--- src/verilog/synapse_fetch.sv ---
module synapse_fetch #(
	parameter int NUM_NURNS = 256,
	parameter int NUM_AXONS = 256,
	parameter int DSIZE     = 16
) (
	input  logic                                           clk_i,
	input  logic                                           rst_n_i,
	input  logic                                           evt_i,
	input  logic [$clog2(NUM_NURNS)-1:0]                   evt_nurn_i,
	input  logic [$clog2(NUM_AXONS)-1:0]                   evt_axon_i,
	output logic                                           wt_rd_en_o,
	output logic [$clog2(NUM_NURNS)+$clog2(NUM_AXONS)-1:0] wt_rd_addr_o,
	input  logic [DSIZE-1:0]                               wt_rd_data_i,
	output logic                                           push_o,
	output logic [DSIZE-1:0]                               push_data_o
);

	// high while the memory output holds a fresh weight
	logic rd_vld_q;

	// ------------------------------
	// read issue and push timing
	// ------------------------------
	always_ff @(posedge clk_i or negedge rst_n_i) begin
		if (!rst_n_i) begin
			wt_rd_en_o <= 1'b0;
			rd_vld_q   <= 1'b0;
			push_o     <= 1'b0;
		end else begin
			wt_rd_en_o <= evt_i;
			rd_vld_q   <= wt_rd_en_o;
			push_o     <= rd_vld_q;
		end
	end

	// row is the neuron, column the axon
	always_ff @(posedge clk_i) begin
		if (evt_i) begin
			wt_rd_addr_o <= {evt_nurn_i, evt_axon_i};
		end
		if (rd_vld_q) begin
			push_data_o <= wt_rd_data_i;
		end
	end

endmodule

--- config.mk ---
export PLATFORM = sky130hd
export DESIGN_NAME = synapse_fetch
export DESIGN_NICKNAME = d
export VERILOG_FILES = /design/src/verilog/synapse_fetch.sv
export SDC_FILE = /design/constraint.sdc
export NUM_CORES = 1
export LEC_CHECK = 0
export BUFFER_PORTS_ARGS = -buffer_cell sky130_fd_sc_hd__clkbuf_2
export CAP_MARGIN = 10
export CORE_UTILIZATION = 43
export DETAILED_ROUTE_END_ITERATION = 10
export PLACE_DENSITY = 0.9
export SYNTH_ARGS = -nofsm -noshare
export SYNTH_HDL_FRONTEND = slang
export SYNTH_SLANG_ARGS = --single-unit
--- constraint.sdc ---
create_clock -name clk_i -period 2.4 [get_ports clk_i]
set_input_delay 0.12 -clock clk_i [delete_from_list [all_inputs] [get_ports clk_i]]
set_output_delay 0.12 -clock clk_i [all_outputs]
set_load 0.01 [all_outputs]
==> impl_metrics.toml <==
[sta]
skew_ns = 0.0137
fin_crit_ns = 1.13
setup-tns-final_ns = 0
max_freq_mhz = 886
grt_setup_unrepaired = "no"
setup_slack_ns = 1.27
slew_headroom_pct = 58.3
slew_viol_final = 0
setup_viol = 0
worst_pin_slew_ns = 0.625
period_share_pct = 47.0
holdWs_ns = 0.121
hold_viol_final = 0

[grt]
grt_pass1_vias = 804
grt_usage_pct = 20.8
grt_most_used_layer = "met2"
antenna_found_initial = 1
met1_usage_pct = 20.1
grt_util_met2_pct = 35.7
globalRoute.totalOverflow = 0
use_met3_pct = 8.33
grt_start_max_net_pins = 18
grt_pass1_wl_um = 3560

[cts]
cts.sinks = 35
cts-root-buf = "clkbuf_4"
h-tree-depth = 2
cts_tree = "built"
clockBufferDepth = 2
clock_latency_ns = 0.32
clkTransAtPathRegs_ns = 0.10
post_cts_buffers = 0
cts_made_buffers = 5
ctsResizeCount = 0

[pwr]
p_int_uw = 960
p_per_area_nw_per_um2 = 668
p_clk_share_pct = 28.9
sequentialPowerShare_pct = 60.0
swShare_pct = 20.8
total_leakage_power_uw = 0.000807
p_switching_uw = 252
power.share.combinational_pct = 11.0
ir_drop_uv = 597

[logic_synthesis]
synth_seq_area_share_pct = 100
syn_area_um2 = 1040
synth_cells = 35
synth_warnings = 0
synthesis.nets = 70
synth_seq_cells = 35
avgSynthCellArea_um2 = 29.6
synth_cell_type_count = 2
synth_top_area_share_pct = 92.8
yosysTopAreaCell = "edfxtp_1"
synth_area_leaders = "edfxtp_1 (93%), dfrtp_1 (7.2%)"

[setup_path]
path_class = "reg2reg"
cp.required_ns = 2.35
crit_arrival_ns = 1.08
setup.worst_path.end_class = "register"
crit_fanout = 17
start_kind = "register"

[layout]
layout.cells.non_filler = 173
final_util_pct = 81.2
synthToLayoutAreaGrowth_pct = 75.0
layout-drive-gt1-share_pct = 52.1
multi_input_area_um2 = 0
multi_input_cells = 0
nNetsFinal = 178

[floorplan]
coreArea_um2 = 2230
die_y_um = 51.1
die_area_um2 = 2610
die_w_um = 51.1
io_pins = 69
rows = 17
initial_core_util_pct = 46.4

[detailed_routing]
viasPerCell = 4.53
routed_wl_um = 2600
vias = 783
dr.pass1.iters = 4
drt_iter0_drc = 25
wire_per_inst_um = 15.0
route.detailed.drc = 0
ant_nets = 0

[place]
routabilityCongestion = 0.724
dp.cells = 131
place_ws_ns = 1.31
port_buffers = 68

[min_path]
min_path_type = "in2async"

[status]
status = "finished clean"

[run]
maxCapViolations = 0
cell usage after synthesis:
master / n
dfrtp_1: 3
edfxtp_1: 32
power by group through the flow:
stage,Sequential (uW),Combinational (uW),Clock [uW]
floorplan,759,0,0
global placement,737,85.9,0
detailed placement,738,89.0,0
CTS,725,131,351
global route,731,140,377
finish,727,133,350
what timing repair did:
item | 4_1_cts | 5_1_grt
hold buffers | 33 | 0
endpoints found under the setup margin | 0 | 0
endpoints found under the hold margin | 35 | 0
sequential cells by signal, summed over array words and instances, names as in the netlist:
signal,flops
push_o,1
push_data_o,16
wt_rd_en_o,1
wt_rd_addr_o,16
rd_vld_q,1
layout by cell type, fill, tap and decap left out:
cell,count
diode_2,1
edfxtp_1,32
clkbuf_8,2
clkbuf_1,1
dlygate4sd3_1,33
clkbuf_2,68
clkbuf_4,5
dfrtp_1,3
logic make-up after synthesis:
family      Yosys count  share of synthesized area, %
flip-flops           35                           100
through the flow:
| stage | power [uW] | instance area (um^2) |
|---|---|---|
| 2_1_floorplan | 759 | 1040 |
| 3_3_place_gp | 823 | 1410 |
| 3_5_place_dp | 827 | 1410 |
| 4_1_cts | 1210 | 1810 |
| 5_1_grt | 1250 | 1810 |
| 6_report | 1210 | 1810 |
metal layers:
| layer | vias to the layer above | part of all wire, % |
|---|---|---|
| li1 | 356 | - |
| met1 | 372 | 33 |
| met2 | 47 | 56 |
| met3 | 8 | 8.5 |
| met4 | 0 | 2.3 |
| met5 | - | 0 |
area by class of cell:
class	instances	area (um^2)
sequential	35	1040
timing repair buffer	101	671
fill	111	420
clock buffer	8	68.8
tap	28	35.0
antenna	1	2.50
path summary, 6_finish.rpt:
| path | start | end | slack (ns) | cells after the start |
|---|---|---|---|---|
| worst max register to register | rd_vld_q$_DFF_PN0_ | push_data_o[8]$_DFFE_PP_ | 1.27 | 0 |
| min in group clk_i | evt_i | wt_rd_en_o$_DFF_PN0_ | 0.21 | 1 |
| worst max-delay path | rd_vld_q$_DFF_PN0_ | push_data_o[8]$_DFFE_PP_ | 1.27 | 0 |
| worst min-delay path | rst_n_i | rd_vld_q$_DFF_PN0_ | 0.12 | 2 |
| max in group asynchronous | rst_n_i | wt_rd_en_o$_DFF_PN0_ | 2.16 | 2 |
| worst min register to register | wt_rd_en_o$_DFF_PN0_ | rd_vld_q$_DFF_PN0_ | 0.39 | 0 |
(Power assumes the default switching activity.)
