<file path="config.mk">
export PLATFORM = sky130hd
export DESIGN_NAME = weight_fifo
export DESIGN_NICKNAME = d
export VERILOG_FILES = /design/src/verilog/weight_fifo.sv
export SDC_FILE = /design/constraint.sdc
export NUM_CORES = 1
export LEC_CHECK = 0
export BUFFER_PORTS_ARGS = -buffer_cell sky130_fd_sc_hd__buf_4
export CAP_MARGIN = 20
export CORE_MARGIN = 4
export CORE_UTILIZATION = 53
export CTS_CLUSTER_SIZE = 25
export DETAILED_ROUTE_END_ITERATION = 16
export GPL_TIMING_DRIVEN = 0
export PLACE_DENSITY = 0.74
export SLEW_MARGIN = 20
export SYNTH_ARGS = -nofsm -noshare
export SYNTH_HDL_FRONTEND = slang
export SYNTH_SLANG_ARGS = --single-unit
</file>
<file path="constraint.sdc">
create_clock -name clk_i -period 2.4 [get_ports clk_i]
set_input_delay 0.36 -clock clk_i [delete_from_list [all_inputs] [get_ports clk_i]]
set_output_delay 0.36 -clock clk_i [all_outputs]
set_load 0.02 [all_outputs]
</file>
<file path="src/verilog/weight_fifo.sv">
module weight_fifo #(
	parameter int FIFO_DEPTH = 4,
	parameter int DSIZE      = 16
) (
	input  logic             clk_i,
	input  logic             rst_n_i,
	input  logic             push_i,
	input  logic [DSIZE-1:0] push_data_i,
	input  logic             pop_i,
	output logic [DSIZE-1:0] pop_data_o,
	output logic             empty_o,
	output logic             full_o
);

	localparam int PTR_W = (FIFO_DEPTH > 1) ? $clog2(FIFO_DEPTH) : 1;
	localparam int CNT_W = $clog2(FIFO_DEPTH + 1);

	logic [DSIZE-1:0] buf_mem [FIFO_DEPTH];
	logic [PTR_W-1:0] wr_ptr;
	logic [PTR_W-1:0] rd_ptr;
	logic [CNT_W-1:0] count;
	logic             do_push;
	logic             do_pop;

	assign empty_o = (count == '0);
	assign full_o  = (count == CNT_W'(FIFO_DEPTH));

	// overflow pushes and underflow pops are dropped
	assign do_push = push_i && !full_o;
	assign do_pop  = pop_i && !empty_o;

	// head word shows without a pop
	assign pop_data_o = buf_mem[rd_ptr];

	always_ff @(posedge clk_i) begin
		if (do_push) begin
			buf_mem[wr_ptr] <= push_data_i;
		end
	end

	always_ff @(posedge clk_i or negedge rst_n_i) begin
		if (!rst_n_i) begin
			wr_ptr <= '0;
			rd_ptr <= '0;
			count  <= '0;
		end else begin
			if (do_push) begin
				wr_ptr <= (wr_ptr == PTR_W'(FIFO_DEPTH - 1)) ? '0 : wr_ptr + 1'b1;
			end
			if (do_pop) begin
				rd_ptr <= (rd_ptr == PTR_W'(FIFO_DEPTH - 1)) ? '0 : rd_ptr + 1'b1;
			end
			case ({do_push, do_pop})
				2'b10:   count <= count + 1'b1;
				2'b01:   count <= count - 1'b1;
				default: count <= count;
			endcase
		end
	end

endmodule

</file>
==> metrics.cfg <==
[status]
status=complete, no violations

[layout]
stdcell_area_um2=3366
nFillCells=349
nets=200
area_delta_synth_final_pct=20.20
drive_above_1_share_pct=38.76
post-route-util_pct=65.90
num_antenna_cells=0

[power]
power_per_cell_area_nw_per_um2=1239
ir_drop_uv=706.1
leakage_uw=0.001258

[worst_setup_path]
arrival_ns=1.75
worstPathRequired_ns=2.04
reg2reg_slack_ns=0.41
critical_path_class=reg -> out
r2r-end=count[2]
worst_setup_path_end_kind=primary output
rr_worst_depth=9
critPathMaxFanout=10
start_kind=flip-flop
r2r_start=count[0]

[timing]
slew_headroom_pct=40.64
min_period_ns=2.107
period_share_pct=87.78
hold_violations=0
finalClockSkew_ns=0.004599
timing.hold.ws_ns=0.2250
max_freq_mhz=474.7
tns_ns=0
rsz0062_at_grt=false
setup_violations=0
slew_violations=0
worstMarginPinSlew_ns=0.8903

[synthesis]
synth_simple_gate_area_share_pct=2.458
synth_cells=124
yosys_warnings=0
yosys.area_share.adder_pct=3.396
ys_seq_area_share_pct=74.89
synth-xor-area-share_pct=0.9383
syn_area_um2=2800
syn-mean-instance-area_um2=22.58
synth_compound_area_share_pct=0
syn_nets=151
ys_ff_latch=71
synthMuxAreaShare_pct=15.91
yosysUniqueCellTypes=20
synth_top_family_by_area=multiplexers

[min_path]
hp-start=push_data_i[11]
hold_depth=1
hold_class=in -> reg
hold_end=buf_mem[3][11]

[global_routing]
grt-ovfl-total=0
grt_pass1_wl_mm=7.017
grt_pass1_vias=1432
grt_max_degree=17
grt_usage_pct=15.40
antenna_found_initial=0

[clocking]
cts_setup_buffers=0
cts_tree=yes
htreeDepth=3
cts_resized=0
cts_buffers=9
path_clk_slew_ns=0.07
cts_num_sinks=71
root_buffer=clkbuf_8
cts_max_path_buffers=2
hold_buffers=1
clk_latency_ns=0.33

[detailed_routing]
routed_wirelength_mm=4.457
vias=1302
detail_route.first_pass.iterations=4
routed_via_density=5.250
drc=0
drt_iter0_markers=65
post_drt_wl_per_cell_um=17.97
ant_nets=0

[job]
cap_violations=0

[die]
die_y_um=80.69
die_area_um2=6510
core_um2=5107
fp.dieW_um=80.69
io_pins=38
rows=26
start_util_pct=54.83

[placed_design]
port_buffers=37
place_congestion=0.6251
place_area_um2=3166
dp_hpwl_mm=2.970

layout by cell type (no fill, tap or decap), types with 3 or more instances in the layout:
cell	n
clkbuf_8	10
buf_4	37
nor2_1	3
mux4_1	8
dfrtp_1	7
inv_1	7
mux4_2	8
and2_1	4
mux2_2	4
clkinv_2	3
edfxtp_1	64
ha_1	6
metal layers:
layer	global-route usage [%]	vias to the layer above	share of wire, %	wire length (um)
li1	-	594	-	-
met1	16.99	675	39	1749
met2	27.24	27	55	2453
met3	5.493	6	4.4	194
met4	5.574	0	1.3	60
met5	0	-	0	0
Yosys cell counts:
library cell	instances	area share, %
edfxtp_1	64	69
mux4_1	8	7.5
mux4_2	8	6.4
dfrtp_1	7	6.3
inv_1	7	0.94
ha_1	6	2.7
and2_1	4	0.89
mux2_2	4	1.6
nor2_1	3	0.40
buf_2	2	0.36
xor2_1	2	0.63
buf_12	1	0.71
buf_6	1	0.40
fa_1	1	0.71
mux2i_1	1	0.36
nand2b_1	1	0.22
nor2b_2	1	0.31
nor3_1	1	0.18
nor3b_2	1	0.45
xnor2_1	1	0.31
cell type report:
type | count | area, um^2 | area share (%)
Clock inverter | 4 | 45.04 | 1.338
Multi-Input combinational cell | 42 | 635.6 | 18.88
Clock buffer | 12 | 145.1 | 4.312
Buffer | 4 | 41.29 | 1.227
Inverter | 7 | 26.28 | 0.7807
Sequential cell | 71 | 2097 | 62.30
Tap cell | 70 | 87.58 | 2.602
Timing Repair Buffer | 38 | 287.8 | 8.550
sequential cells by signal, indices dropped and copies added (netlist names):
register / cells
buf_mem: 64
wr_ptr: 2
count: 3
rd_ptr: 2
how the worst max path moves through the flow:
stage	from	to	slack [ns]	cells past startpoint
after floorplan	count[0]	count[2]	0.30	9
after global placement	count[2]	buf_mem[3][8]	0.49	3
after detailed placement	count[0]	count[2]	0.41	9
after CTS	rd_ptr[1]	pop_data_o[10]	0.26	4
after global routing	rd_ptr[1]	pop_data_o[4]	0.19	4
final	rd_ptr[1]	pop_data_o[5]	0.29	4
report_power, final:
group | internal (uW) | switching (uW) | total [uW]
clock | 504 | 390 | 894
sequential | 1660 | 102 | 1760
combinational | 723 | 794 | 1520
total | 2880 | 1290 | 4170
stage by stage:
step           setup slack, ns  power [uW]  std cells
2_1_floorplan           0.3010        2781        124
3_5_place_dp            0.4135        3339        231
6_report                0.2932        4172        248
4_1_cts                 0.2605        4232        248
5_1_grt                 0.1858        4386        248
3_3_place_gp            0.4850        3260        231
kinds of logic (layout without fill, tap and decap cells):
kind of cell,after synthesis,after routing
xor gates and xnor gates,3,3
adders and majority gates,7,7
buffers and inverters,11,65
DFF,71,71
muxes,21,21
and+or+nand+nor,11,11
worst max-delay path, stage by stage (launching register included):
cell and delay [ns]:
dfrtp_1 0.35, buf_2 0.23, buf_2 0.31, mux4_2 0.36, buf_4 0.17
Note: power is estimated with default switching activity, not from simulation.
