===== src/verilog/neuro_pkg.sv =====
package neuro_pkg;

	// ------------------------------
	// neuron state array select
	// ------------------------------
	typedef enum logic [1:0] {
		SEL_BIAS = 2'b00,
		SEL_POT  = 2'b01,
		SEL_TH   = 2'b10
	} stat_sel_e;

	// host write target whose state codes match stat_sel_e
	typedef enum logic [1:0] {
		CFG_BIAS   = 2'b00,
		CFG_POT    = 2'b01,
		CFG_TH     = 2'b10,
		CFG_WEIGHT = 2'b11
	} cfg_op_e;

	// state read sequencer
	typedef enum logic [2:0] {
		IDLE,
		RD_BIAS,
		RD_POT,
		RD_TH,
		HOLD
	} fetch_state_e;

	// potential after a spike
	localparam logic signed [15:0] V_RESET = 16'sd0;

endpackage


===== src/verilog/soma_update.sv =====
module soma_update #(
	parameter int NUM_NURNS = 256,
	parameter int DSIZE     = 16
) (
	input  logic                          clk_i,
	input  logic                          rst_n_i,
	input  logic                          state_vld_i,
	input  logic [$clog2(NUM_NURNS)-1:0]  nurn_i,
	input  logic signed [DSIZE-1:0]       bias_i,
	input  logic signed [DSIZE-1:0]       pot_i,
	input  logic signed [DSIZE-1:0]       th_i,
	output logic                          pop_o,
	input  logic signed [DSIZE-1:0]       pop_data_i,
	input  logic                          empty_i,
	input  logic                          host_we_i,
	input  neuro_pkg::cfg_op_e            host_sel_i,
	input  logic [$clog2(NUM_NURNS)-1:0]  host_addr_i,
	input  logic [DSIZE-1:0]              host_data_i,
	output logic                          st_wr_en_o,
	output neuro_pkg::stat_sel_e          st_wr_sel_o,
	output logic [$clog2(NUM_NURNS)-1:0]  st_wr_addr_o,
	output logic [DSIZE-1:0]              st_wr_data_o,
	output logic                          done_o,
	output logic [$clog2(NUM_NURNS)-1:0]  done_nurn_o,
	output logic                          fire_o,
	output logic signed [DSIZE-1:0]       pot_o
);

	localparam logic signed [DSIZE+1:0] POT_MAX = (DSIZE+2)'({1'b0, {(DSIZE-1){1'b1}}});
	localparam logic signed [DSIZE+1:0] POT_MIN = -POT_MAX - 1;

	logic signed [DSIZE+1:0] sum_wide;
	logic signed [DSIZE-1:0] sum_sat;
	logic                    fire;

	// ------------------------------
	// integrate and fire
	// ------------------------------
	assign pop_o = state_vld_i && !empty_i;

	// two guard bits cover three operands
	assign sum_wide = (DSIZE+2)'(pot_i) + (DSIZE+2)'(bias_i) + (DSIZE+2)'(pop_data_i);

	always_comb begin
		if (sum_wide > POT_MAX) begin
			sum_sat = POT_MAX[DSIZE-1:0];
		end else if (sum_wide < POT_MIN) begin
			sum_sat = POT_MIN[DSIZE-1:0];
		end else begin
			sum_sat = sum_wide[DSIZE-1:0];
		end
	end

	assign fire = (sum_sat >= th_i);

	always_ff @(posedge clk_i or negedge rst_n_i) begin
		if (!rst_n_i) begin
			done_o <= 1'b0;
			fire_o <= 1'b0;
		end else begin
			done_o <= pop_o;
			fire_o <= pop_o && fire;
		end
	end

	always_ff @(posedge clk_i) begin
		if (pop_o) begin
			done_nurn_o <= nurn_i;
			pot_o       <= fire ? DSIZE'(neuro_pkg::V_RESET) : sum_sat;
		end
	end

	// ------------------------------
	// write-back wins over host writes
	// ------------------------------
	assign st_wr_en_o   = done_o || host_we_i;
	assign st_wr_sel_o  = done_o ? neuro_pkg::SEL_POT : neuro_pkg::stat_sel_e'(host_sel_i);
	assign st_wr_addr_o = done_o ? done_nurn_o : host_addr_i;
	assign st_wr_data_o = done_o ? pot_o : host_data_i;

endmodule


===== config.mk =====
export PLATFORM = sky130hd
export DESIGN_NAME = soma_update
export DESIGN_NICKNAME = d
export VERILOG_FILES = /design/src/verilog/neuro_pkg.sv /design/src/verilog/soma_update.sv
export SDC_FILE = /design/constraint.sdc
export NUM_CORES = 1
export LEC_CHECK = 0
export ABC_CLOCK_PERIOD_IN_PS = 2050
export BUFFER_PORTS_ARGS = -buffer_cell sky130_fd_sc_hd__buf_2
export CAP_MARGIN = 10
export CORE_AREA = 2 2 114 61
export DETAILED_ROUTE_END_ITERATION = 12
export DIE_AREA = 0 0 116 63
export GPL_TIMING_DRIVEN = 0
export PLACE_DENSITY = 0.9
export SLEW_MARGIN = 25
export SYNTH_ARGS = -nofsm -noshare
export SYNTH_HDL_FRONTEND = slang
export SYNTH_SLANG_ARGS = --single-unit

===== constraint.sdc =====
create_clock -name clk_i -period 2.05 [get_ports clk_i]
set_input_delay 0 -clock clk_i [delete_from_list [all_inputs] [get_ports clk_i]]
set_output_delay 0 -clock clk_i [all_outputs]
set_load 0.005 [all_outputs]

==> metrics <==
share of the synthesized area in the top cell type 23.6%; combinational share of power 71.0%; DR vias/cell 5.49; CTS Buf Count 3; Starting Density 48.1%; crit-path max cell delay 530 ps; max cap viols 0; P per Cell Area 1020 mW/mm^2; Post-Route WL 9650 um; Setup WS pre-CTS -2900 ps; Max IR drop VDD 0.591 mV; Reg power frac 16.7%; status finished, violations left; clock share of power 12.3%; PnR worst setup slack -2300 ps; WP data required 2130 ps; pins over their slew limit 0; failing checks negative setup slack; Final Hold Vio Count 0; CP max stage cell fa_1; Placeable Area 0.00636 mm^2; ANT cells 0; register area share after synthesis 25.2%; initial antenna violation count 0; Synth Cell Area 0.00306 mm^2; Slew headroom 48.5%; crit path launch type input port; Setup CP Type in2reg; CTS max path bufs 2; Die Footprint 0.00731 mm^2; remaining global-route overflow 0; Hold WC Path Type in2async; vias in the first global route 3156; Synth area leader edfxtp_1; post-DR wirelength/cell 16.8 um; die height 63 um; Switching Share 44.3%; Root Driver clkbuf_16; crit-path max FO 10; I/O Buffers 156; sw power 2.04 mW; crit path from bias_i[1]; syn avg cell area 10.3 um^2; ratio of cells with drive above 1 in the final layout 53.6%; Final GP Congestion 0.882; die width 116 um; total power 4.61 mW; f_max 230 MHz; worst-margin pin slew 771 ps; CTS tree built; final setup fails 17; Vias 3158; post-route ant nets 0; H-tree lvl count 1; fin cells 575; io pins 157; pin count of the biggest net entering global routing 28; clk sinks 26; final setup TNS -38620 ps; critical path cell sequence buf_8 -> inv_8 -> fa_1 -> inv_1 -> ha_2 -> fa_2 -> a21o_1 -> a221oi_4 -> o31a_1 -> o21ai_1 -> a21boi_4 -> buf_6 -> a21oi_4 -> o21ai_2 -> ha_1 -> and4_1 -> o31a_1 -> o2111ai_2 -> a211o_1 -> nand2_4 -> buf_6 -> a221oi_1; DR DRC count 0; Layout Area Growth over Synthesis 48.3%; P_int 2.56 mW; commonest register cell after synthesis edfxtp_1; Synth Warn # 0; TritonRoute pass-1 iters 5; Global Route Usage Sum 25.6%; synth top area cells edfxtp_1 (24%), ha_1 (13%), fa_1 (11%), mux2_2 (8.8%), inv_1 (3.4%); Syn Inst Count 296; Worst-path clk slew 70 ps; DP HPWL 7100 um; period utilisation layout 212%; hold slack 53.7 ps; syn_nets 448; placed cell count 544; fin crit period 4350 ps; critical path arrival 4430 ps; asr flop ratio synth 7.69%; synth unique cells 53; Crit. End Element register; Initial DRC Count 279; static leakage 2.16 nW; RSZ-0062 raised after global routing true; # rows 21; first-pass GRT wire length 14800 um; Post-synth EDFFs 24; Final #Nets 636; Yosys reg bits 26
[metal layers]
metal	vias up	GRT usage, %	wire length [um]
li1	1479	-	-
met1	1483	32.5	3980
met2	171	45.0	4710
met3	25	4.17	742
met4	0	7.59	209
met5	-	0	0
[cell families after synthesis]
kind of cell / Yosys count / synth area share (%)
compound gates: 101 / 23.7
fa+ha+maj: 49 / 24.2
buf+inv: 42 / 6.47
simple gates: 40 / 6.71
flops: 26 / 25.2
mux: 24 / 8.84
xor+xnor: 14 / 4.87
[stage by stage]
| stage | instance area (um^2) | util (%) |
|---|---|---|
| floorplan | 3120 | - |
| global placement | 4010 | 63.1 |
| detailed placement | 4020 | 63.2 |
| CTS | 4400 | 69.2 |
| global route | 4530 | 71.3 |
| finish | 4530 | 71.3 |
[cell usage after synthesis (3+ instances only)]
cell type / number
a21o_1: 13
a21oi_1: 13
a21oi_2: 4
a221oi_1: 10
a22oi_1: 4
a31oi_1: 3
and2_1: 4
buf_4: 4
buf_6: 3
clkbuf_1: 4
edfxtp_1: 24
fa_1: 17
ha_1: 32
inv_1: 28
mux2_2: 24
nand2_1: 11
nand3_1: 5
nor2_1: 6
o21ai_0: 16
o21ai_1: 11
o22ai_1: 6
xnor2_1: 10
[repair_timing]
action                                  CTS  global route
gates resized for setup                  20            22
hold buffers                              9             0
cloned                                    1             0
setup buffers                            11             6
pin swaps                                12            13
hold endpoints to repair                 10             0
endpoints found under the setup margin   27            17
[cells in the final DEF, fill, tap and decap left out, types with 4 or more instances in the layout]
cell type	instances
xnor2_1	9
buf_2	158
mux2_2	24
dlygate4sd3_1	9
o21ai_2	5
buf_6	7
nor2_1	6
o21ai_0	5
o21ai_1	17
o22ai_2	5
nand3_1	4
a21o_1	13
inv_1	27
buf_4	18
a21oi_2	5
edfxtp_1	24
a21oi_1	11
ha_1	31
a221oi_2	6
a22oi_1	4
fa_1	16
nand2_1	10
[sequential cells by signal (all words and copies together) (netlist names)]
register,count
pot_o,16
done_nurn_o,8
done_o,1
fire_o,1
[how the worst max path moves through the flow]
stage	cells after the start	endpoint	slack, ps
2_1_floorplan	22	pot_o[11]	-2020
3_3_place_gp	24	pot_o[12]	-2690
3_5_place_dp	24	pot_o[12]	-2900
4_1_cts	23	pot_o[12]	-2220
5_1_grt	24	pot_o[7]	-2400
6_report	22	pot_o[2]	-2300
[cell type report]
cell class	instances	area (um^2)
Buffer	14	114
Clock buffer	3	75.1
Clock inverter	1	30.0
Fill cell	471	1820
Inverter	28	113
Multi-Input combinational cell	228	2290
Sequential cell	26	771
Tap cell	92	115
Timing Repair Buffer	183	1020
[power by group through the flow]
stage / Clock [mW] / Combinational [mW] / Sequential, mW
final: 0.565 / 3.27 / 0.771
after global placement: 0 / 2.39 / 0.777
after floorplan: 0 / 1.81 / 0.778
after detailed placement: 0 / 2.51 / 0.780
after global routing: 0.591 / 3.52 / 0.780
after CTS: 0.567 / 2.87 / 0.771
[worst max-delay path, delay by kind of cell]
kind | cells | cell delay (ps)
AOI/OAI and AO/OA | 11 | 2250
adders and majority gates | 4 | 1390
buffers and inverters | 5 | 470
and+or+nand+nor | 2 | 310
Power figures use the tool's default switching activity.
