File: config.mk
export PLATFORM = sky130hd
export DESIGN_NAME = state_fetch_flat
export DESIGN_NICKNAME = d
export VERILOG_FILES = /design/src/verilog/neuro_pkg.sv /design/src/verilog/stat_rd_if.sv /design/src/verilog/state_fetch.sv /design/src/flat_wrapper.sv
export SDC_FILE = /design/constraint.sdc
export NUM_CORES = 1
export LEC_CHECK = 0
export BUFFER_PORTS_ARGS = -buffer_cell sky130_fd_sc_hd__buf_4
export CAP_MARGIN = 10
export CORE_MARGIN = 1.5
export CORE_UTILIZATION = 40
export DETAILED_ROUTE_END_ITERATION = 8
export PLACE_DENSITY = 0.74
export SETUP_SLACK_MARGIN = 0.15
export SYNTH_ARGS = -nofsm -noshare
export SYNTH_HDL_FRONTEND = slang
export SYNTH_SLANG_ARGS = --single-unit
File: constraint.sdc
create_clock -name clk_i -period 2.2 [get_ports clk_i]
set_input_delay 0.22 -clock clk_i [delete_from_list [all_inputs] [get_ports clk_i]]
set_output_delay 0.22 -clock clk_i [all_outputs]
set_load 0.05 [all_outputs]
File: src/verilog/neuro_pkg.sv
package neuro_pkg;

	// ------------------------------
	// neuron state array select
	// ------------------------------
	typedef enum logic [1:0] {
		SEL_BIAS = 2'b00,
		SEL_POT  = 2'b01,
		SEL_TH   = 2'b10
	} stat_sel_e;

	// host write target whose state codes match stat_sel_e
	typedef enum logic [1:0] {
		CFG_BIAS   = 2'b00,
		CFG_POT    = 2'b01,
		CFG_TH     = 2'b10,
		CFG_WEIGHT = 2'b11
	} cfg_op_e;

	// state read sequencer
	typedef enum logic [2:0] {
		IDLE,
		RD_BIAS,
		RD_POT,
		RD_TH,
		HOLD
	} fetch_state_e;

	// potential after a spike
	localparam logic signed [15:0] V_RESET = 16'sd0;

endpackage

File: src/verilog/stat_rd_if.sv
interface stat_rd_if #(
	parameter int NURN_W = 8,
	parameter int DSIZE  = 16
);

	// request side
	logic                  en;
	neuro_pkg::stat_sel_e  sel;
	logic [NURN_W-1:0]     addr;

	// registered return held while en is low
	logic [DSIZE-1:0]      data;

	modport req (
		output en, sel, addr,
		input  data
	);

	modport mem (
		input  en, sel, addr,
		output data
	);

endinterface

File: src/verilog/state_fetch.sv
module state_fetch #(
	parameter int NUM_NURNS = 256,
	parameter int DSIZE     = 16
) (
	input  logic                         clk_i,
	input  logic                         rst_n_i,
	input  logic                         evt_i,
	input  logic [$clog2(NUM_NURNS)-1:0] evt_nurn_i,
	stat_rd_if.req                       st_rd,
	output logic                         state_vld_o,
	output logic [$clog2(NUM_NURNS)-1:0] nurn_o,
	output logic [DSIZE-1:0]             bias_o,
	output logic [DSIZE-1:0]             pot_o,
	output logic [DSIZE-1:0]             th_o
);

	neuro_pkg::fetch_state_e state_q;
	neuro_pkg::fetch_state_e state_d;

	// ------------------------------
	// sequencer
	// ------------------------------
	always_comb begin
		state_d = state_q;
		case (state_q)
			neuro_pkg::IDLE:    if (evt_i) state_d = neuro_pkg::RD_BIAS;
			neuro_pkg::RD_BIAS: state_d = neuro_pkg::RD_POT;
			neuro_pkg::RD_POT:  state_d = neuro_pkg::RD_TH;
			neuro_pkg::RD_TH:   state_d = neuro_pkg::HOLD;
			default:            state_d = neuro_pkg::IDLE;
		endcase
	end

	always_ff @(posedge clk_i or negedge rst_n_i) begin
		if (!rst_n_i) begin
			state_q     <= neuro_pkg::IDLE;
			state_vld_o <= 1'b0;
		end else begin
			state_q     <= state_d;
			state_vld_o <= (state_q == neuro_pkg::HOLD);
		end
	end

	// one read per state that the memory takes on the next edge
	assign st_rd.en   = (state_q == neuro_pkg::RD_BIAS) || (state_q == neuro_pkg::RD_POT) ||
	                    (state_q == neuro_pkg::RD_TH);
	assign st_rd.sel  = (state_q == neuro_pkg::RD_POT) ? neuro_pkg::SEL_POT :
	                    (state_q == neuro_pkg::RD_TH)  ? neuro_pkg::SEL_TH  :
	                                                     neuro_pkg::SEL_BIAS;
	assign st_rd.addr = nurn_o;

	// ------------------------------
	// capture
	// ------------------------------
	// each word lands while the next read is out
	always_ff @(posedge clk_i) begin
		if (state_q == neuro_pkg::IDLE && evt_i) begin
			nurn_o <= evt_nurn_i;
		end
		if (state_q == neuro_pkg::RD_POT) begin
			bias_o <= st_rd.data;
		end
		if (state_q == neuro_pkg::RD_TH) begin
			pot_o <= st_rd.data;
		end
		if (state_q == neuro_pkg::HOLD) begin
			th_o <= st_rd.data;
		end
	end

endmodule

File: src/flat_wrapper.sv
// flat-port wrapper written by rule: the top's interface ports become plain ports
module state_fetch_flat 
#(
	parameter int NUM_NURNS = 256,
	parameter int DSIZE     = 16
)
  (clk_i, rst_n_i, evt_i, evt_nurn_i, state_vld_o, nurn_o, bias_o, pot_o, th_o, st_rd_en, st_rd_sel, st_rd_addr, st_rd_data);
  stat_rd_if #(.DSIZE(DSIZE)) st_rd_i ();
  input  logic clk_i;
  input  logic rst_n_i;
  input  logic evt_i;
  input  logic [$clog2(NUM_NURNS)-1:0] evt_nurn_i;
  output logic state_vld_o;
  output logic [$clog2(NUM_NURNS)-1:0] nurn_o;
  output logic [DSIZE-1:0] bias_o;
  output logic [DSIZE-1:0] pot_o;
  output logic [DSIZE-1:0] th_o;
  output wire logic [$bits(st_rd_i.en)-1:0] st_rd_en;
  output wire logic [$bits(st_rd_i.sel)-1:0] st_rd_sel;
  output wire logic [$bits(st_rd_i.addr)-1:0] st_rd_addr;
  input wire logic [$bits(st_rd_i.data)-1:0] st_rd_data;
  assign st_rd_en = st_rd_i.en;
  assign st_rd_sel = st_rd_i.sel;
  assign st_rd_addr = st_rd_i.addr;
  assign st_rd_i.data = st_rd_data;
  state_fetch #(.NUM_NURNS(NUM_NURNS), .DSIZE(DSIZE)) u_core (.clk_i(clk_i), .rst_n_i(rst_n_i), .evt_i(evt_i), .evt_nurn_i(evt_nurn_i), .st_rd(st_rd_i), .state_vld_o(state_vld_o), .nurn_o(nurn_o), .bias_o(bias_o), .pot_o(pot_o), .th_o(th_o));
endmodule
==> impl_metrics.json, run 1 <==
{
  "status": "finished, final reports clean",
  "root_buffer": "clkbuf_8",
  "grt_pass1_wl_um": 5660,
  "fin_ws_ns": 0.457,
  "boundaryPins": 95,
  "routed_wl_um": 4040,
  "layout_min_cycle_time_ns": 1.74,
  "pre_cts_ws_ns": 0.740,
  "drtPass1Iterations": 4,
  "placement.io_buffers": 94,
  "path_class": "reg -> out",
  "avgViaCountPerCell": 4.66,
  "routabilityCongestion": 0.756,
  "cts_buffers": 9,
  "worstSetupEndpointType": "output port",
  "dieHeight_um": 72.5,
  "min_period_over_period_pct": 79.2,
  "synth_top_area_share_pct": 86.9,
  "synth_area_mm2": 0.00193,
  "insertion_delay_ns": 0.32,
  "cts_sinks": 60,
  "grtUsageTotal_pct": 15.6,
  "synth_top_area_cell": "edfxtp_1",
  "rsz0062_at_grt": "false",
  "clk_pin_slew_ns": 0.06,
  "initial_core_util_pct": 41.2,
  "hpwl_um": 3050,
  "drive_above_1_share_pct": 61.4,
  "arrival_ns": 1.52,
  "clockBufferDepth": 2,
  "fp-row-count": 25,
  "required_ns": 1.98,
  "dr_total_vias": 1108,
  "skew_ns": 0.00492,
  "fmax_mhz": 574,
  "startpoint_type": "register",
  "finish.net_count": 209,
  "syn_inst": 81,
  "syn-num-nets": 108,
  "leakage_nw": 1.16,
  "final_hold_viol_count": 0,
  "fin_tns_setup_ns": 0,
  "cts_max_level": 3,
  "power.density_mw_per_mm2": 1490,
  "synth_cell_types": 11,
  "antenna_found_initial": 0,
  "die_x_um": 72.5,
  "cp_max_fo": 8,
  "synth_warnings": 0,
  "syn_to_final_growth_pct": 46.4,
  "postCtsSetupBuffers": 0,
  "slew_headroom_pct": 71.0,
  "timing.hold.ws_ns": 0.0758,
  "cts_tree": "done",
  "grt.overflow.total": 0,
  "coreArea_mm2": 0.00469,
  "syn_area_per_cell_um2": 23.9,
  "place_inst": 224,
  "report.final.slew_viol_count": 0,
  "hold_class": "in -> reg",
  "finalSetupViolations": 0,
  "instances_no_fill": 238,
  "first_global_vias": 1094,
  "antenna_left": 0,
  "fin_total_pwr_mw": 4.21,
  "drtIter0Drc": 70,
  "drc": 0,
  "worst_pin_slew_ns": 0.435,
  "n_antenna_cell": 0,
  "grt_max_degree": 18,
  "ys_ff_latch": 60,
  "ys_seq_area_share_pct": 92.1,
  "synth.area.top_cells": "edfxtp_1, dfrtp_1, buf_4, and3b_2, nor2_1",
  "max_cap_violations": 0,
  "die_area_mm2": 0.00526,
  "ir_drop_v": 0.000807,
  "drt-wirelength-per-cell_um": 17.0
}
-- metrics by stage --
step                      area, um2  util [%]
after floorplan                1950         -
after global placement         2680      57.1
after detailed placement       2680      57.1
after CTS                      2830      60.3
after global routing           2830      60.3
final                          2830      60.3
-- logic make-up after synthesis --
kind of cell              share of synthesized area (%)
and+or+nand+nor                                    3.75
buffers and inverters                              3.69
DFF                                                92.1
xor gates and xnor gates                          0.453
-- sequential cells by signal, indices dropped and copies added (netlist names) --
signal / cells
u_core.bias_o: 16
u_core.nurn_o: 8
u_core.pot_o: 16
u_core.state_q: 3
u_core.state_vld_o: 1
u_core.th_o: 16
-- power breakdown --
part | switching [mW] | internal (mW)
registers | 0.132 | 1.59
logic | 1.29 | 0.469
clock network | 0.355 | 0.378
-- placed cells by master (no fill, tap or decap) --
master	count
clkinv_2	1
buf_4	98
xnor2_1	1
nor3b_4	1
clkinvlp_4	1
and2_1	1
dlygate4sd3_1	1
clkinv_1	2
nor2_1	4
dfrtp_1	4
clkbuf_8	9
edfxtp_1	56
and3b_2	3
nor4b_1	1
nor3_1	1
-- worst max-delay path, stage by stage, from the launching register on --
cell and delay (ns):
dfrtp_1 0.47, nor3b_4 0.45, buf_4 0.28
-- synth_stat cells --
master    count
and2_1        1
and3b_2       3
buf_4         8
buf_6         1
dfrtp_1       4
edfxtp_1     56
nor2_1        4
nor3_1        1
nor3b_1       1
nor4b_1       1
xnor2_1       1
-- area by class of cell --
cell class,count,area (um2)
Clock inverter,4,20.0
Sequential cell,60,1780
Clock buffer,9,124
Timing Repair Buffer,99,746
Tap cell,54,67.6
Multi-Input combinational cell,12,92.6
Fill cell,355,1860
-- worst paths after layout --
path | start | endpoint | slack (ns) | cells after the start
max | u_core.state_q[0] | st_rd_sel[0] | 0.46 | 2
min | evt_nurn_i[0] | u_core.nurn_o[0] | 0.08 | 1
max reg2reg | u_core.state_q[0] | u_core.bias_o[13] | 0.74 | 2
min reg2reg | u_core.state_q[2] | u_core.state_q[1] | 0.64 | 1
max in group asynchronous | rst_n_i | u_core.state_q[0] | 1.87 | 2
min in group asynchronous | rst_n_i | u_core.state_q[2] | 0.23 | 2
-- repair_timing --
action,CTS,global route
hold endpoints to repair,4,0
resized for setup,0,0
setup endpoints to repair,0,0
hold buffers,1,0
-- layer usage --
layer	part of all wire, %	vias to the layer above	GRT usage [%]	routed length [um]
li1	-	506	-	-
met1	35	533	15.9	1420
met2	55	63	26.2	2210
met3	8.7	6	7.78	353
met4	1.5	0	8.18	62
met5	0	-	0	0
No activity file was read; power rests on OpenSTA's default activity.
==> inputs of run 2 (changes only) <==
CORE_UTILIZATION = 44   (was 40)
PLACE_DENSITY = 0.77   (was 0.74)
clock period = 1.7 ns   (was 2.2 ns; I/O delays follow)
==> run 2 against run 1 <==
Compared with the run above:
- first-iteration DRC count up 63%
- count of clock-buffer cells in the layout unchanged
- wire length up 8.3%
- sequential share of layout area down 3.5 points
- power up 40%
- setup slack worse by 0.23 ns
- critical path depth unchanged
- critical endpoint unchanged
- highest routed layer unchanged
==> impl_metrics.json, run 2 (same netlist as run 1, synthesis figures left out) <==
{
  "routabilityCongestion": 0.789,
  "drtPass1Iterations": 4,
  "largestRegisters": "u_core.bias_o x16, u_core.pot_o x16, u_core.th_o x16",
  "first_global_vias": 1150,
  "n_antenna_cell": 0,
  "syn_to_final_growth_pct": 55.3,
  "grtUsageTotal_pct": 18.7,
  "cts_tree": "done",
  "clockBufferDepth": 2,
  "seqPwrFrac_pct": 38.1,
  "drt-wirelength-per-cell_um": 17.6,
  "instances_no_fill": 248,
  "cts_buffers": 9,
  "arrival_ns": 1.31,
  "max_cap_violations": 0,
  "rsz0062_at_grt": "false",
  "fin_total_pwr_mw": 5.91,
  "drc": 0,
  "drtIter0Drc": 114,
  "worst_pin_slew_ns": 0.354,
  "place_inst": 222,
  "fmax_mhz": 677,
  "drive_above_1_share_pct": 61.6,
  "p_sw_share_pct": 40.2,
  "die_x_um": 69.3,
  "min_period_over_period_pct": 86.8,
  "antenna_found_initial": 0,
  "fillCellCount": 238,
  "clkPwrFrac_pct": 22.3,
  "report.final.slew_viol_count": 0,
  "grt_max_degree": 17,
  "boundaryPins": 95,
  "insertion_delay_ns": 0.33,
  "fp-row-count": 23,
  "hpwl_um": 3190,
  "power.density_mw_per_mm2": 1970,
  "status": "finished, final reports clean",
  "slew_headroom_pct": 76.4,
  "layout_commonest_cell": "buf_4",
  "root_buffer": "clkbuf_8",
  "coreArea_mm2": 0.00412,
  "switchingPower_mw": 2.38,
  "critPathSlowestCell": "dfrtp_2",
  "pwr-share-comb_pct": 39.7,
  "grt_pass1_wl_um": 6350,
  "grt.overflow.total": 0,
  "cts_max_level": 3,
  "cts_sinks": 60,
  "placement.io_buffers": 94,
  "die_area_mm2": 0.00480,
  "fin_util_pct": 73.0,
  "p_int_mw": 3.54,
  "fin_ws_ns": 0.224,
  "cp_slowest_stage_delay_ns": 0.47,
  "hold_class": "in -> reg",
  "initial_core_util_pct": 47.0,
  "final_cell_mix": "buf_4, edfxtp_1, clkbuf_8, dlygate4sd3_1, nor2_1",
  "antenna_left": 0,
  "finish.net_count": 220,
  "finalSetupViolations": 0,
  "leakage_nw": 1.24,
  "avgViaCountPerCell": 4.71,
  "clk_pin_slew_ns": 0.06,
  "path_class": "reg -> out",
  "dieHeight_um": 69.3,
  "cp_cell_sequence": "nor3b_4, buf_6",
  "pre_cts_ws_ns": 0.360,
  "cp_max_fo": 9,
  "routed_wl_um": 4380,
  "dr_total_vias": 1167,
  "layout_min_cycle_time_ns": 1.48,
  "place_area_mm2": 0.00270,
  "skew_ns": 0.00277,
  "fin_area_mm2": 0.00300,
  "startpoint_type": "register",
  "worstSetupEndpointType": "output port",
  "required_ns": 1.53,
  "final_hold_viol_count": 0,
  "ir_drop_v": 0.00106
}
[run 2: cell count changes in the layout (fill, tap and decap cells not counted), sizes merged]
cell / previous run / this run
buf: 98 / 101
bufinv: 0 / 2
clkinv: 3 / 5
clkinvlp: 1 / 0
dlygate4sd3: 1 / 9
[run 2: what timing repair did]
item                                    in CTS  in global routing
endpoints found under the setup margin       1                  2
cloned                                       0                  0
resized for setup                            1                  2
pin swaps                                    0                  0
setup buffers                                1                  0
hold buffers                                 1                  8
hold endpoints to repair                     4                  8
[run 2: path summary, 6_finish.rpt]
path | startpoint | endpoint | slack [ns] | cells after the start
min reg2reg | u_core.state_q[2] | u_core.state_q[1] | 0.56 | 1
max in group asynchronous | rst_n_i | u_core.state_q[2] | 1.42 | 2
min in group asynchronous | rst_n_i | u_core.state_q[0] | 0.17 | 2
min | st_rd_data[9] | u_core.bias_o[9] | 0.04 | 1
max | u_core.state_q[2] | st_rd_sel[0] | 0.22 | 2
max reg2reg | u_core.state_q[2] | u_core.bias_o[13] | 0.29 | 3
[run 2: stage by stage]
step / hold WS, ns / TNS, ns
2_1_floorplan: -0.126 / -0.591
3_5_place_dp: -0.0296 / 0
6_report: 0.0367 / 0
5_1_grt: 0.00999 / 0
3_3_place_gp: -0.0314 / 0
4_1_cts: 0.00261 / 0
[run 2: power by group through the flow]
stage	registers, mW	clock network, mW	logic (mW)
detailed placement	2.28	0	2.30
finish	2.25	1.32	2.34
global route	2.29	1.42	2.42
global placement	2.25	0	2.27
CTS	2.25	1.34	2.33
floorplan	3.22	0	0.626
[run 2: layout make-up]
cell class / count / area (um2) / share of cell area (%)
clock inverters: 7 / 81.3 / 2.71
multi-input cells: 12 / 98.8 / 3.29
flip-flops and latches: 60 / 1790 / 59.4
clock buffers: 9 / 124 / 4.12
well taps: 50 / 62.6 / 2.08
repair buffers: 110 / 852 / 28.4
[run 2: per-layer routing]
layer  global-route usage (%)  vias to the layer above  wire, um
li1                         -                      528         -
met1                     19.7                      557      1680
met2                     29.2                       64      2260
met3                     9.45                       18       276
met4                     12.6                        0       165
met5                        0                        -         0
[run 2: worst max-delay path: cells and delay by family, from the launching register on]
kind / cells / cell delay (ns)
buffers and inverters: 1 / 0.20
flip-flops: 1 / 0.47
AND/OR/NAND/NOR: 1 / 0.30
==> inputs of run 3 (changes only) <==
==> constraint.sdc (replaced) <==
create_clock -name clk_i -period 1.4 [get_ports clk_i]
set_input_delay 0.14 -clock clk_i [delete_from_list [all_inputs] [get_ports clk_i]]
set_output_delay 0.14 -clock clk_i [all_outputs]
set_load 0.005 [all_outputs]
==> run 3 against run 2 <==
Compared with the run above:
- the run now ends with negative setup slack left
- setup slack lost 0.25 ns
- clock power grew 40%
- die area is the same
- count of clock-buffer cells in the layout grew 2
- critical endpoint unchanged
- global-route usage grew 3.3 points
- sequential power grew 21%
- hold slack gained 0.079 ns
- non-clock buffer count grew 30
==> impl_metrics.json, run 3 (same netlist as run 1, synthesis figures left out) <==
{
  "report.final.slew_viol_count": 0,
  "finalSetupViolations": 5,
  "p_sw_share_pct": 25.7,
  "grt_pass1_wl_um": 7580,
  "final_hold_viol_count": 0,
  "max_cap_violations": 0,
  "hpwl_um": 2960,
  "min_period_over_period_pct": 102,
  "status": "complete, but fails checks",
  "dr_total_vias": 1297,
  "place_inst": 221,
  "grtUsageTotal_pct": 22.0,
  "p_int_mw": 4.88,
  "skew_ns": 0.0102,
  "instances_no_fill": 278,
  "grt.overflow.total": 0,
  "antenna_found_initial": 0,
  "initial_core_util_pct": 47.0,
  "first_global_vias": 1353,
  "grt_max_degree": 17,
  "switchingPower_mw": 1.68,
  "worst-path-stages": 3,
  "rr_worst_depth": 5,
  "violations": "negative setup slack",
  "routabilityCongestion": 0.768,
  "placement.io_buffers": 94,
  "layout_min_cycle_time_ns": 1.42,
  "coreArea_mm2": 0.00412,
  "hold_class": "in -> async",
  "cts_sinks": 60,
  "rsz0062_at_grt": "true",
  "largestRegisters": "u_core.bias_o x16, u_core.pot_o x16, u_core.th_o x16",
  "pre_cts_ws_ns": 0.0913,
  "crit_start": "u_core.state_q[1]",
  "avgViaCountPerCell": 4.67,
  "drtIter0Drc": 93,
  "path_buf_inv": 2,
  "cp_cell_sequence": "nor3b_4, buf_6, buf_6",
  "drtPass1Iterations": 4,
  "seqPwrFrac_pct": 41.5,
  "cpMostUsedCell": "buf_6",
  "critPathSlowestCell": "dfrtp_2",
  "cp_slowest_stage_delay_ns": 0.44,
  "drt-wirelength-per-cell_um": 19.8,
  "pwr-share-comb_pct": 30.2,
  "fillCellCount": 185,
  "critPathTopFamily": "flip-flops",
  "drive_above_1_share_pct": 61.4,
  "cts_tree": "done",
  "cp_max_fo": 6,
  "required_ns": 1.26,
  "final-seq-area_mm2": 0.00179,
  "root_buffer": "clkbuf_8",
  "drc": 0,
  "finish.net_count": 250,
  "die_x_um": 69.3,
  "fin_ws_ns": -0.0214,
  "clockBufferDepth": 2,
  "worstSetupEndpointType": "output port",
  "slew_headroom_pct": 84.5,
  "power.density_mw_per_mm2": 1920,
  "ir_drop_v": 0.00148,
  "path_class": "reg -> out",
  "cts_max_level": 3,
  "final_cell_mix": "buf_4, edfxtp_1, dlygate4sd3_1, clkbuf_8, buf_6",
  "boundaryPins": 95,
  "rr_startpoint": "u_core.state_q[0]",
  "routed_wl_um": 5490,
  "layout_commonest_cell": "buf_4",
  "clk_pin_slew_ns": 0.07,
  "die_area_mm2": 0.00480,
  "arrival_ns": 1.28,
  "startpoint_type": "register",
  "multi_input_area_um2": 120,
  "insertion_delay_ns": 0.34,
  "leakage_nw": 1.43,
  "clkPwrFrac_pct": 28.2,
  "fmax_mhz": 704,
  "syn_to_final_growth_pct": 77.0,
  "fp-row-count": 23,
  "antenna_left": 0,
  "worst_pin_slew_ns": 0.232,
  "fin_tns_setup_ns": -0.0422,
  "n_antenna_cell": 0,
  "cts_buffers": 9,
  "dieHeight_um": 69.3
}
==> run 3: cell count changes in the layout (fill, tap and decap cells not counted), moves of 2 or more <==
cell / change
clkbuf_1: +2
nor2_1: -2
dlygate4sd3_1: +16
clkinv_1: -3
buf_4: +3
buf_12: +4
buf_6: +5
==> run 3: worst register-to-register path, cell delays in order (launching register included) <==
cell and delay (ns):
dfrtp_2 0.45, buf_12 0.15, nor2_4 0.11, and2_4 0.18, buf_6 0.12, clkbuf_16 0.13
==> run 3: final cells by class <==
class                           count  area share [%]
Multi-Input combinational cell     12            3.51
Clock buffer                       11            3.84
Timing Repair Buffer              140            35.7
Sequential cell                    60            52.2
Clock inverter                      5            2.92
Tap cell                           50            1.83
==> run 3: worst paths after layout <==
kind                                     end  slack, ns
max                             st_rd_sel[0]      -0.02
min                        u_core.state_q[1]       0.12
max reg2reg                  u_core.th_o[11]      -0.01
min reg2reg                u_core.state_q[1]       0.65
max in group asynchronous  u_core.state_q[0]       1.16
min in group clk_i         u_core.state_q[0]       0.12
==> run 3: power groups by stage <==
stage	registers (mW)	clock network, mW	logic [mW]
after global routing	2.75	1.97	2.09
after detailed placement	2.77	0	1.35
after floorplan	2.74	0	0.455
after CTS	2.70	1.83	1.84
final	2.72	1.85	1.98
after global placement	2.75	0	1.30
==> run 3: per-layer routing <==
metal | wire, um | vias to the layer above | GRT usage [%]
li1 | - | 589 | -
met1 | 2200 | 638 | 25.6
met2 | 2900 | 59 | 36.6
met3 | 281 | 11 | 7.12
met4 | 111 | 0 | 10.9
met5 | 0 | - | 0
==> run 3: timing repair <==
item	in CTS	in global routing
gates cloned	1	1
hold buffers	23	2
gates resized for setup	9	3
pin swaps	3	3
hold endpoints to repair	54	6
endpoints found under the setup margin	52	59
setup buffers	11	3
==> run 3: per-stage QoR <==
stage / power, mW / hold WS (ns) / cell area [um2] / utilization [%]
floorplan: 3.20 / -0.156 / 1960 / -
global placement: 4.05 / -0.0647 / 2720 / 66.2
detailed placement: 4.12 / -0.0615 / 2720 / 66.2
CTS: 6.37 / 0.000555 / 3330 / 81.0
global route: 6.81 / 0.123 / 3420 / 83.2
finish: 6.56 / 0.116 / 3420 / 83.2
